`src/source/dcache_pkg.sv`:
```
// data cache shared definitions
`default_nettype none

package dcache_pkg;

	// ----------------------------------------
	// geometry
	// ----------------------------------------
	localparam int NUM_WAYS       = 2;
	localparam int NUM_SETS       = 4;
	localparam int WORDS_PER_LINE = 4;
	localparam int WORD_BITS      = 32;
	localparam int LINE_BITS      = 128;
	localparam int WORD_ADDR_BITS = 30;
	localparam int TAG_BITS       = 26;

	// ----------------------------------------
	// vector types
	// ----------------------------------------
	typedef logic [WORD_BITS-1:0]      word_t;      // processor data word
	typedef logic [WORD_ADDR_BITS-1:0] word_addr_t; // tag | index | offset
	typedef logic [LINE_BITS-1:0]      line_t;      // one line, one memory beat

	// memory side drops the word offset
	typedef logic [WORD_ADDR_BITS-3:0] line_addr_t;

	typedef logic [TAG_BITS-1:0]                 tag_t;
	typedef logic [$clog2(NUM_SETS)-1:0]         index_t;
	typedef logic [$clog2(WORDS_PER_LINE)-1:0]   offset_t;
	typedef logic [$clog2(NUM_WAYS)-1:0]         way_t;

	// miss handling states
	typedef enum logic [1:0] {
		compare_tag, // lookup, serve hits
		write_back,  // dirty victim out to memory
		allocate     // requested line in from memory
	} cache_state_t;

endpackage

`default_nettype wire

```
`src/source/dcache_store_if.sv`:
```
// controller to storage link
`timescale 1ns/100ps
`default_nettype none

interface dcache_store_if (
	input logic clk
);
	import dcache_pkg::*;

	// lookup results
	logic       hit;
	way_t       hit_way;
	logic       victim_dirty;
	line_addr_t victim_line_addr;  // victim tag plus set index
	line_t      victim_line;

	// single-cycle update commands
	logic       write_hit;
	logic       fill;
	logic       clean;

	modport ctrl (
		input  clk,
		input  hit, victim_dirty, victim_line_addr,
		output write_hit, fill, clean
	);

	modport store (
		input  clk,
		input  write_hit, fill, clean,
		output hit, hit_way, victim_dirty, victim_line_addr, victim_line
	);

endinterface

`default_nettype wire

```
`src/source/dcache_store.sv`:
```
// cache arrays and lookup
`timescale 1ns/100ps
`default_nettype none

module dcache_store (
	input  logic                  clk,
	input  logic                  proc_reset,
	input  logic                  proc_read,
	input  dcache_pkg::word_addr_t proc_addr,
	input  dcache_pkg::word_t     proc_wdata,
	input  dcache_pkg::line_t     mem_rdata,
	output dcache_pkg::word_t     proc_rdata,
	dcache_store_if.store         st
);
	import dcache_pkg::*;

	// ----------------------------------------
	// arrays
	// ----------------------------------------
	tag_t                tag_q   [NUM_SETS][NUM_WAYS];
	line_t               data_q  [NUM_SETS][NUM_WAYS];
	logic [NUM_WAYS-1:0] valid_q [NUM_SETS];
	logic [NUM_WAYS-1:0] dirty_q [NUM_SETS];
	way_t                repl_q  [NUM_SETS];  // way to evict next

	index_t              idx;
	tag_t                req_tag;
	offset_t             word_sel;
	logic [NUM_WAYS-1:0] way_hit;
	way_t                victim;
	line_t               hit_line;
	logic                read_hit;

	// address split
	assign word_sel = proc_addr[1:0];
	assign idx      = proc_addr[3:2];
	assign req_tag  = proc_addr[WORD_ADDR_BITS-1:4];

	// ----------------------------------------
	// lookup
	// ----------------------------------------
	always_comb begin
		for (int w = 0; w < NUM_WAYS; w++) begin
			way_hit[w] = valid_q[idx][w] && (tag_q[idx][w] == req_tag);
		end
	end

	assign st.hit     = |way_hit;
	assign st.hit_way = way_hit[1];  // only two ways
	assign read_hit   = proc_read && st.hit;

	assign victim              = repl_q[idx];
	assign st.victim_dirty     = dirty_q[idx][victim];
	assign st.victim_line_addr = {tag_q[idx][victim], idx};
	assign st.victim_line      = data_q[idx][victim];

	// word out of the hit line, zero when idle
	assign hit_line   = data_q[idx][st.hit_way];
	assign proc_rdata = read_hit ? hit_line[word_sel*WORD_BITS +: WORD_BITS] : '0;

	// ----------------------------------------
	// state bits
	// ----------------------------------------
	always_ff @(posedge clk) begin
		if (proc_reset) begin
			for (int s = 0; s < NUM_SETS; s++) begin
				valid_q[s] <= '0;
				dirty_q[s] <= '0;
				repl_q[s]  <= '0;
			end
		end else begin
			if (st.fill) begin
				valid_q[idx][victim] <= 1'b1;
				dirty_q[idx][victim] <= 1'b0;  // fresh copy of memory
				repl_q[idx]          <= ~victim;
			end
			if (st.clean) begin
				dirty_q[idx][victim] <= 1'b0;
			end
			if (st.write_hit) begin
				dirty_q[idx][st.hit_way] <= 1'b1;
			end
			// point away from the way just used
			if (read_hit || st.write_hit) begin
				repl_q[idx] <= ~st.hit_way;
			end
		end
	end

	// ----------------------------------------
	// tags and line data
	// ----------------------------------------
	always_ff @(posedge clk) begin
		if (st.fill) begin
			data_q[idx][victim] <= mem_rdata;
			tag_q[idx][victim]  <= req_tag;
		end else if (st.write_hit) begin
			data_q[idx][st.hit_way][word_sel*WORD_BITS +: WORD_BITS] <= proc_wdata;
		end
	end

endmodule

`default_nettype wire

```
`src/source/dcache_ctrl.sv`:
```
// miss handling controller
`timescale 1ns/100ps
`default_nettype none

module dcache_ctrl (
	input  logic                   clk,
	input  logic                   proc_reset,
	input  logic                   proc_read,
	input  logic                   proc_write,
	input  dcache_pkg::word_addr_t proc_addr,
	input  logic                   mem_ready,
	output logic                   proc_stall,
	output logic                   mem_read,
	output logic                   mem_write,
	output dcache_pkg::line_addr_t mem_addr,
	dcache_store_if.ctrl           st
);
	import dcache_pkg::*;

	cache_state_t state_q;
	cache_state_t state_d;
	logic         miss;

	// request that found no valid matching tag
	assign miss = (proc_read || proc_write) && !st.hit;

	// ----------------------------------------
	// next state and outputs
	// ----------------------------------------
	always_comb begin
		state_d      = state_q;
		proc_stall   = 1'b0;
		mem_read     = 1'b0;
		mem_write    = 1'b0;
		mem_addr     = '0;
		st.write_hit = 1'b0;
		st.fill      = 1'b0;
		st.clean     = 1'b0;

		case (state_q)
			compare_tag: begin
				proc_stall   = miss;
				st.write_hit = proc_write && st.hit;
				if (miss) begin
					if (st.victim_dirty) begin
						state_d = write_back;
					end else begin
						state_d = allocate;
					end
				end
			end

			write_back: begin
				proc_stall = 1'b1;
				mem_addr   = st.victim_line_addr;
				mem_write  = !mem_ready;  // drop in the ready cycle
				if (mem_ready) begin
					st.clean = 1'b1;
					state_d  = allocate;
				end
			end

			allocate: begin
				proc_stall = 1'b1;
				mem_addr   = proc_addr[WORD_ADDR_BITS-1:2];
				mem_read   = !mem_ready;
				if (mem_ready) begin
					st.fill = 1'b1;  // mem_rdata valid now
					state_d = compare_tag;
				end
			end

			default: begin
				state_d = compare_tag;
			end
		endcase
	end

	// ----------------------------------------
	// state register
	// ----------------------------------------
	always_ff @(posedge clk) begin
		if (proc_reset) begin
			state_q <= compare_tag;
		end else begin
			state_q <= state_d;
		end
	end

endmodule

`default_nettype wire

```
`src/source/dcache_top.sv`:
```
// data cache top level
`timescale 1ns/100ps
`default_nettype none

module dcache_top (
	input  logic                   clk,
	input  logic                   proc_reset,
	// processor side
	input  logic                   proc_read,
	input  logic                   proc_write,
	input  dcache_pkg::word_addr_t proc_addr,
	input  dcache_pkg::word_t      proc_wdata,
	output dcache_pkg::word_t      proc_rdata,
	output logic                   proc_stall,
	// memory side
	output logic                   mem_read,
	output logic                   mem_write,
	output dcache_pkg::line_addr_t mem_addr,
	output dcache_pkg::line_t      mem_wdata,
	input  dcache_pkg::line_t      mem_rdata,
	input  logic                   mem_ready
);

	dcache_store_if st_if (.clk(clk));

	dcache_ctrl u_ctrl (
		.clk        (clk),
		.proc_reset (proc_reset),
		.proc_read  (proc_read),
		.proc_write (proc_write),
		.proc_addr  (proc_addr),
		.mem_ready  (mem_ready),
		.proc_stall (proc_stall),
		.mem_read   (mem_read),
		.mem_write  (mem_write),
		.mem_addr   (mem_addr),
		.st         (st_if.ctrl)
	);

	dcache_store u_store (
		.clk        (clk),
		.proc_reset (proc_reset),
		.proc_read  (proc_read),
		.proc_addr  (proc_addr),
		.proc_wdata (proc_wdata),
		.mem_rdata  (mem_rdata),
		.proc_rdata (proc_rdata),
		.st         (st_if.store)
	);

	// victim data goes out on write-back
	assign mem_wdata = st_if.victim_line;

endmodule

`default_nettype wire

```
`config.mk`:
```
export PLATFORM = sky130hd
export DESIGN_NAME = dcache_top
export DESIGN_NICKNAME = d
export VERILOG_FILES = /design/src/source/dcache_pkg.sv /design/src/source/dcache_store_if.sv /design/src/source/dcache_store.sv /design/src/source/dcache_ctrl.sv /design/src/source/dcache_top.sv
export SDC_FILE = /design/constraint.sdc
export NUM_CORES = 2
export LEC_CHECK = 0
export BUFFER_PORTS_ARGS = -buffer_cell sky130_fd_sc_hd__buf_2
export CAP_MARGIN = 20
export CORE_ASPECT_RATIO = 0.5
export CORE_MARGIN = 2
export CORE_UTILIZATION = 30
export CTS_CLUSTER_DIAMETER = 50
export DETAILED_ROUTE_END_ITERATION = 16
export PLACE_DENSITY_LB_ADDON = 0.12
export SLEW_MARGIN = 20
export SYNTH_ARGS = -nofsm -noshare
export SYNTH_HDL_FRONTEND = slang
export SYNTH_SLANG_ARGS = --single-unit
```
`constraint.sdc`:
```
create_clock -name clk -period 10.9 [get_ports clk]
set_clock_uncertainty 0.2 [all_clocks]
set_input_delay 1.09 -clock clk [delete_from_list [all_inputs] [get_ports clk]]
set_output_delay 1.09 -clock clk [all_outputs]
set_load 0.1 [all_outputs]
```
== Word level (Yosys, flattened, before mapping) ==
Memories as Yosys holds them, arrays and structs flattened.
Index checks and enable logic that the tools add are counted.

* Register bits after elaboration: 2
* RAM bits: 1,252
* Bits of input ports: 195
* Output and inout port bits: 191
* Word-level logic and storage cells: 634
* Memories kept: 5

{| class="wikitable"
|+ Memory list
! memory !! depth !! width !! rd ports !! clocked after memory_dff !! write ports !! RTL line !! RTL
|-
| u_store.data_q || 4 || 256 || 1 || 0 || 1 || dcache_store.sv:21 || <nowiki>line_t data_q [NUM_SETS][NUM_WAYS];</nowiki>
|-
| u_store.tag_q || 4 || 52 || 1 || 0 || 1 || dcache_store.sv:20 || <nowiki>tag_t tag_q [NUM_SETS][NUM_WAYS];</nowiki>
|-
| u_store.dirty_q || 4 || 2 || 1 || 0 || 4 || dcache_store.sv:23 || <nowiki>logic [NUM_WAYS-1:0] dirty_q [NUM_SETS];</nowiki>
|-
| u_store.valid_q || 4 || 2 || 1 || 0 || 4 || dcache_store.sv:22 || <nowiki>logic [NUM_WAYS-1:0] valid_q [NUM_SETS];</nowiki>
|-
| u_store.repl_q || 4 || 1 || 1 || 0 || 4 || dcache_store.sv:24 || <nowiki>way_t repl_q [NUM_SETS];</nowiki>
|}

* Add/subtract/negate cells: 1
* $lt $le $gt $ge: 8
* Equal/unequal tests: 7
* Shifts and indexed selects: 3
* Muxes and demuxes: 324
* Bitwise operators: 265
* Reduce and logical (&&, ||, !) cells: 20

{| class="wikitable"
|+ Operators with widths
! operator !! number
|-
| $mux W128 || 8
|-
| $mux W256 || 2
|-
| $mux W1 || 286
|-
| $or A1 B1 Y1 || 261
|-
| $demux W128 S1 || 2
|-
| $shift A32 B34 Y128 const A || 1
|-
| $shiftx A128 B8 Y32 || 1
|-
| $shiftx A32 B34 Y128 || 1
|-
| $mux W26 || 4
|-
| $pmux W28 S2 || 1
|-
| $eq A26 B26 Y1 || 2
|-
| $mux W52 || 1
|-
| $neg A7 Y34 || 1
|-
| $mux W32 || 1
|-
| $mux W2 || 14
|-
| $demux W26 S1 || 1
|-
| $logic_and A1 B1 Y1 || 9
|-
| $reduce_or A2 Y1 || 4
|-
| $pmux W2 S3 || 1
|-
| $ge A2 B2 Y1 const B || 2
|-
| $lt A1 B2 Y1 const B || 2
|-
| $lt A2 B1 Y1 const B || 2
|-
| $ne A2 B2 Y1 const B || 2
|-
| $not A1 Y2 || 2
|-
| 12 further kinds || 17
|}

== Logic depth before layout (Yosys ltp) ==
An unclocked memory read counts as a cell.

* Word-level depth: 13
* Depth in mapped cells: 15
* Depth with buffers taken out: 9

== By module ==
A second synthesis with hierarchy kept.

* Cell total of the unflattened synthesis: 3,241
* Area, all modules: 55,326.8 um^2

{| class="wikitable"
|+ Modules (own cells, without submodules)
! module !! instances !! cells each !! area an instance (um^2) !! sequential area each (um^2)
|-
| dcache_store || 1 || 3,149 || 54,736.2 || 37,596.1
|-
| dcache_ctrl || 1 || 92 || 590.6 || 40.0
|}

== Worst setup path before layout ==
OpenSTA, ideal clock, no wires.

* Kind: input to output
* Start point: input port proc_addr[2]
* End point: output port proc_rdata[0]
* Data arrival time: 5.652 ns
* Required time: 9.610 ns
* Slack: 3.958 ns
* Stages on the path: 13
* Buffers on the path: 5
* Cells stage by stage: buf_2 > buf_6 > buf_6 > mux4_2 > xnor2_1 > nand4_1 > nor3_1 > nand4_1 > buf_2 > buf_2 > mux2i_1 > mux2_2 > a221oi_1

* Longest elaborated chain between the ends: 9
* Elaborated cells on any way between the ends: 15
* Classes of those cells: eq/ne: 2; shift: 1; mux: 4; bitwise: 1; reduce/logical: 4; memory: 3

{| class="wikitable"
|+ Ends and longest elaborated chain
! item !! RTL line !! RTL
|-
| from (decl) || dcache_top.sv:11 || <nowiki>input dcache_pkg::word_addr_t proc_addr,</nowiki>
|-
| $mem_v2 Z4 W52 || - ||
|-
| $eq A26 B26 Y1 || dcache_store.sv:44 || <nowiki>way_hit[w] = valid_q[idx][w] && (tag_q[idx][w] == req_tag);</nowiki>
|-
| $logic_and A1 B1 Y1 || dcache_store.sv:44 ||
|-
| $not A1 Y2 (implied by the code) || dcache_store.sv:58 || <nowiki>assign hit_line = data_q[idx][st.hit_way];</nowiki>
|-
| $mux W128 (implied by the code) (3 in a row) || dcache_store.sv:58 ||
|-
| $shiftx A128 B8 Y32 || dcache_store.sv:59 || <nowiki>assign proc_rdata = read_hit ? hit_line[word_sel*WORD_BITS +: WORD_BITS] : '0;</nowiki>
|-
| $mux W32 (*) || dcache_store.sv:59 ||
|-
| to (decl) || dcache_top.sv:13 || <nowiki>output dcache_pkg::word_t proc_rdata,</nowiki>
|}

Mark *: on every way between the ends. The rest lies on a longest branch, timed or not. The select of a mux whose other input is x is not followed.

== Worst setup path after layout ==
* Start point: input port proc_addr[2]
* End point: output port proc_rdata[18]

The elaborated chain is that of the path after synthesis.

==> impl_metrics.ini <==
[routing]
remaining_drc_errors = 0
routed_via_density = 5.38
wl_um = 205000
num_vias = 32700
dr.pass1.iters = 6
drt-initial-drc-count = 3774
postRouteAntennaNets = 0
wl_per_cell_um = 33.6

[hold_path]
hold_end = u_ctrl.state_q[1]
hold_start = u_ctrl.state_q[1]
hold_path_class = reg -> reg
whs_path_depth = 2

[yosys]
ys_ff_latch = 1254
async_flop_share_pct = 0
synth_seq_area_share_pct = 68.0
synth_nets = 3402
synth_edf_count = 1252
ys.flop_type = edfxtp_1
avgSynthCellArea_um2 = 17.3
yosysWarnings = 0
syn_inst = 3198
yosys.cell_types.count = 56
syn_area_um2 = 55300

[clock_network]
clock_latency_ps = 770
clock-sinks = 1254
cts_tree = yes
cts_buffers = 138
clock_path_buffers = 4
cts_setup_buffers = 0
post_cts_resized = 0
cts_hold_buf = 0
htree_levels = 4
cts.clk_slew.worst_paths_ps = 50
cts_root_buf = clkbuf_16

[worst_setup_path]
critPathKind = in -> out
path_cells = buf_8, buf_12, buf_4, buf_4, mux4_2, mux2i_1, a221oi_2, buf_2
r2r_slack_ps = 5380
cp-end-kind = output pin
required_ps = 9610
cp_top_family = buffers and inverters
critical_path_buf_inv_count = 5
r2r-end = u_store.data_q[2][87]
cp_data_arrival_time_ps = 6360
startpoint_type = input pin
cp_max_fo = 83
cp_common_cell = buf_4
cp_slowest_cell = mux2i_1
r2r_start = u_store.tag_q[2][19]
r2r_cells = 11
slowest_delay_ps = 840

[place]
gp_congestion = 0.801
dp_hpwl_um = 131000
portBuffers = 385
place_area_um2 = 60500
placed_cells = 5852

[sta]
post-route-period-util_pct = 70.2
finalHoldViolCount = 0
rsz0062_at_grt = no
fin_tns_setup_ps = 0
slew_headroom_pct = 25.9
maxSlewViolCount = 0
fin_crit_ps = 7650
setup_viol_count_final = 0
clock.fmax_mhz = 131
worst_pin_slew_ps = 1080

[finish]
fin_area_um2 = 64700
area_delta_synth_final_pct = 16.9
mostFrequentLayoutCell = edfxtp_1
fin_util_pct = 35.3
final_cell_mix = 1252 x edfxtp_1, 383 x buf_2, 303 x mux4_2
nFillCells = 17300
final_cells = 6092
final_nets = 3767
drive_above_1_share_pct = 34.0

[floorplan]
rows = 111
ios = 386
die-area_um2 = 188000
die_h_um = 308
dieWidth_um = 611
start_util_pct = 30.2
core_area_um2 = 183000

[global_routing]
grt_max_degree = 100
grt_pass1_wl_um = 278000
grt_overflow_total = 0
grtUsageTotal_pct = 21.4
grt_pass1_vias = 32600
antenna_found_initial = 37

[power_and_ir_drop]
p_leak_nw = 21.6
peakVddDrop_mv = 0.0877
power.density_nw_per_um2 = 178

[job]
maxCapViolCount = 0

[status]
status = completed
## layout make-up
| type | instances | area (um^2) | share of cell area, % |
|---|---|---|---|
| inverters | 14 | 52.6 | 0.0813 |
| clock buffers | 167 | 3670 | 5.67 |
| well taps | 2429 | 3040 | 4.70 |
| clock inverters | 62 | 442 | 0.683 |
| flip-flops and latches | 1254 | 37600 | 58.2 |
| multi-input cells | 1685 | 17000 | 26.3 |
| diodes | 11 | 27.5 | 0.0426 |
| repair buffers | 470 | 2780 | 4.29 |
## cells in the mapped netlist, drive strengths merged, types with 14 or more instances
| master | n | share of area (%) |
|---|---|---|
| xnor2 | 50 | 0.79 |
| mux4 | 304 | 12 |
| mux2i | 147 | 2.7 |
| o21ai | 272 | 2.5 |
| buf | 110 | 1.1 |
| inv | 14 | 0.095 |
| nand2 | 291 | 2.0 |
| a21o | 35 | 0.48 |
| clkbuf | 135 | 0.92 |
| nor2 | 42 | 0.30 |
| a22oi | 26 | 0.35 |
| nand4 | 18 | 0.20 |
| o31ai | 128 | 1.7 |
| nor2b | 31 | 0.35 |
| edfxtp | 1252 | 68 |
| mux2 | 188 | 3.8 |
| a221oi | 31 | 0.82 |
| a21oi | 41 | 0.37 |
## per-layer routing
metal	up-vias	track usage [%]	part of all wire [%]
met5	-	0	0.042
met4	14	5.52	2.5
met3	262	3.62	5.4
met2	1050	35.7	49
met1	17700	29.0	43
li1	13700	-	-
## worst min-delay path, cell delays in order, from the launching register on
cell and delay (ps):
dfxtp_1 320, inv_1 100, a21oi_1 80
## power breakdown
group          internal (mW)  total (mW)  switching, mW
Clock                   2.51        4.45           1.94
Sequential              5.39        5.41         0.0158
Combinational          0.385        1.63           1.24
## stage by stage
step	hold WS (ps)	total power [mW]	worst slack, ps
2_1_floorplan	290	6.60	3960
3_5_place_dp	342	7.16	3220
3_3_place_gp	338	7.15	3200
6_report	346	11.5	3250
5_1_grt	378	11.8	2900
4_1_cts	349	11.6	3220
## kinds of logic (layout without fill, tap and decap cells)
| family | count (synthesis) | after routing | share of synthesized area (%) |
|---|---|---|---|
| AO/OA/AOI/OAI | 556 | 556 | 6.57 |
| XOR/XNOR | 57 | 57 | 0.903 |
| adder cells (fa/ha/maj) | 9 | 9 | 0.204 |
| buffers and inverters | 259 | 713 | 2.09 |
| flip-flops | 1254 | 1254 | 68.0 |
| multiplexers | 639 | 639 | 18.9 |
| other | 0 | 11 | 0 |
| AND/OR/NAND/NOR | 424 | 424 | 3.32 |
## registers in the layout, indices dropped and copies added (netlist names)
register and flops:
u_store.data_q 1024, u_ctrl.state_q 2, u_store.dirty_q 8, u_store.tag_q 208, u_store.repl_q 4, u_store.valid_q 8
## how the worst max path moves through the flow
stage / startpoint / end / depth (start not counted) / slack, ps
after floorplan: proc_addr[2] / proc_rdata[0] / 13 / 3960
after global placement: proc_addr[2] / proc_rdata[7] / 8 / 3200
after detailed placement: proc_addr[2] / proc_rdata[18] / 8 / 3220
after CTS: proc_addr[2] / proc_rdata[18] / 8 / 3220
after global routing: proc_addr[2] / proc_rdata[18] / 8 / 2900
final: proc_addr[2] / proc_rdata[18] / 8 / 3250
(Power assumes the default switching activity.)
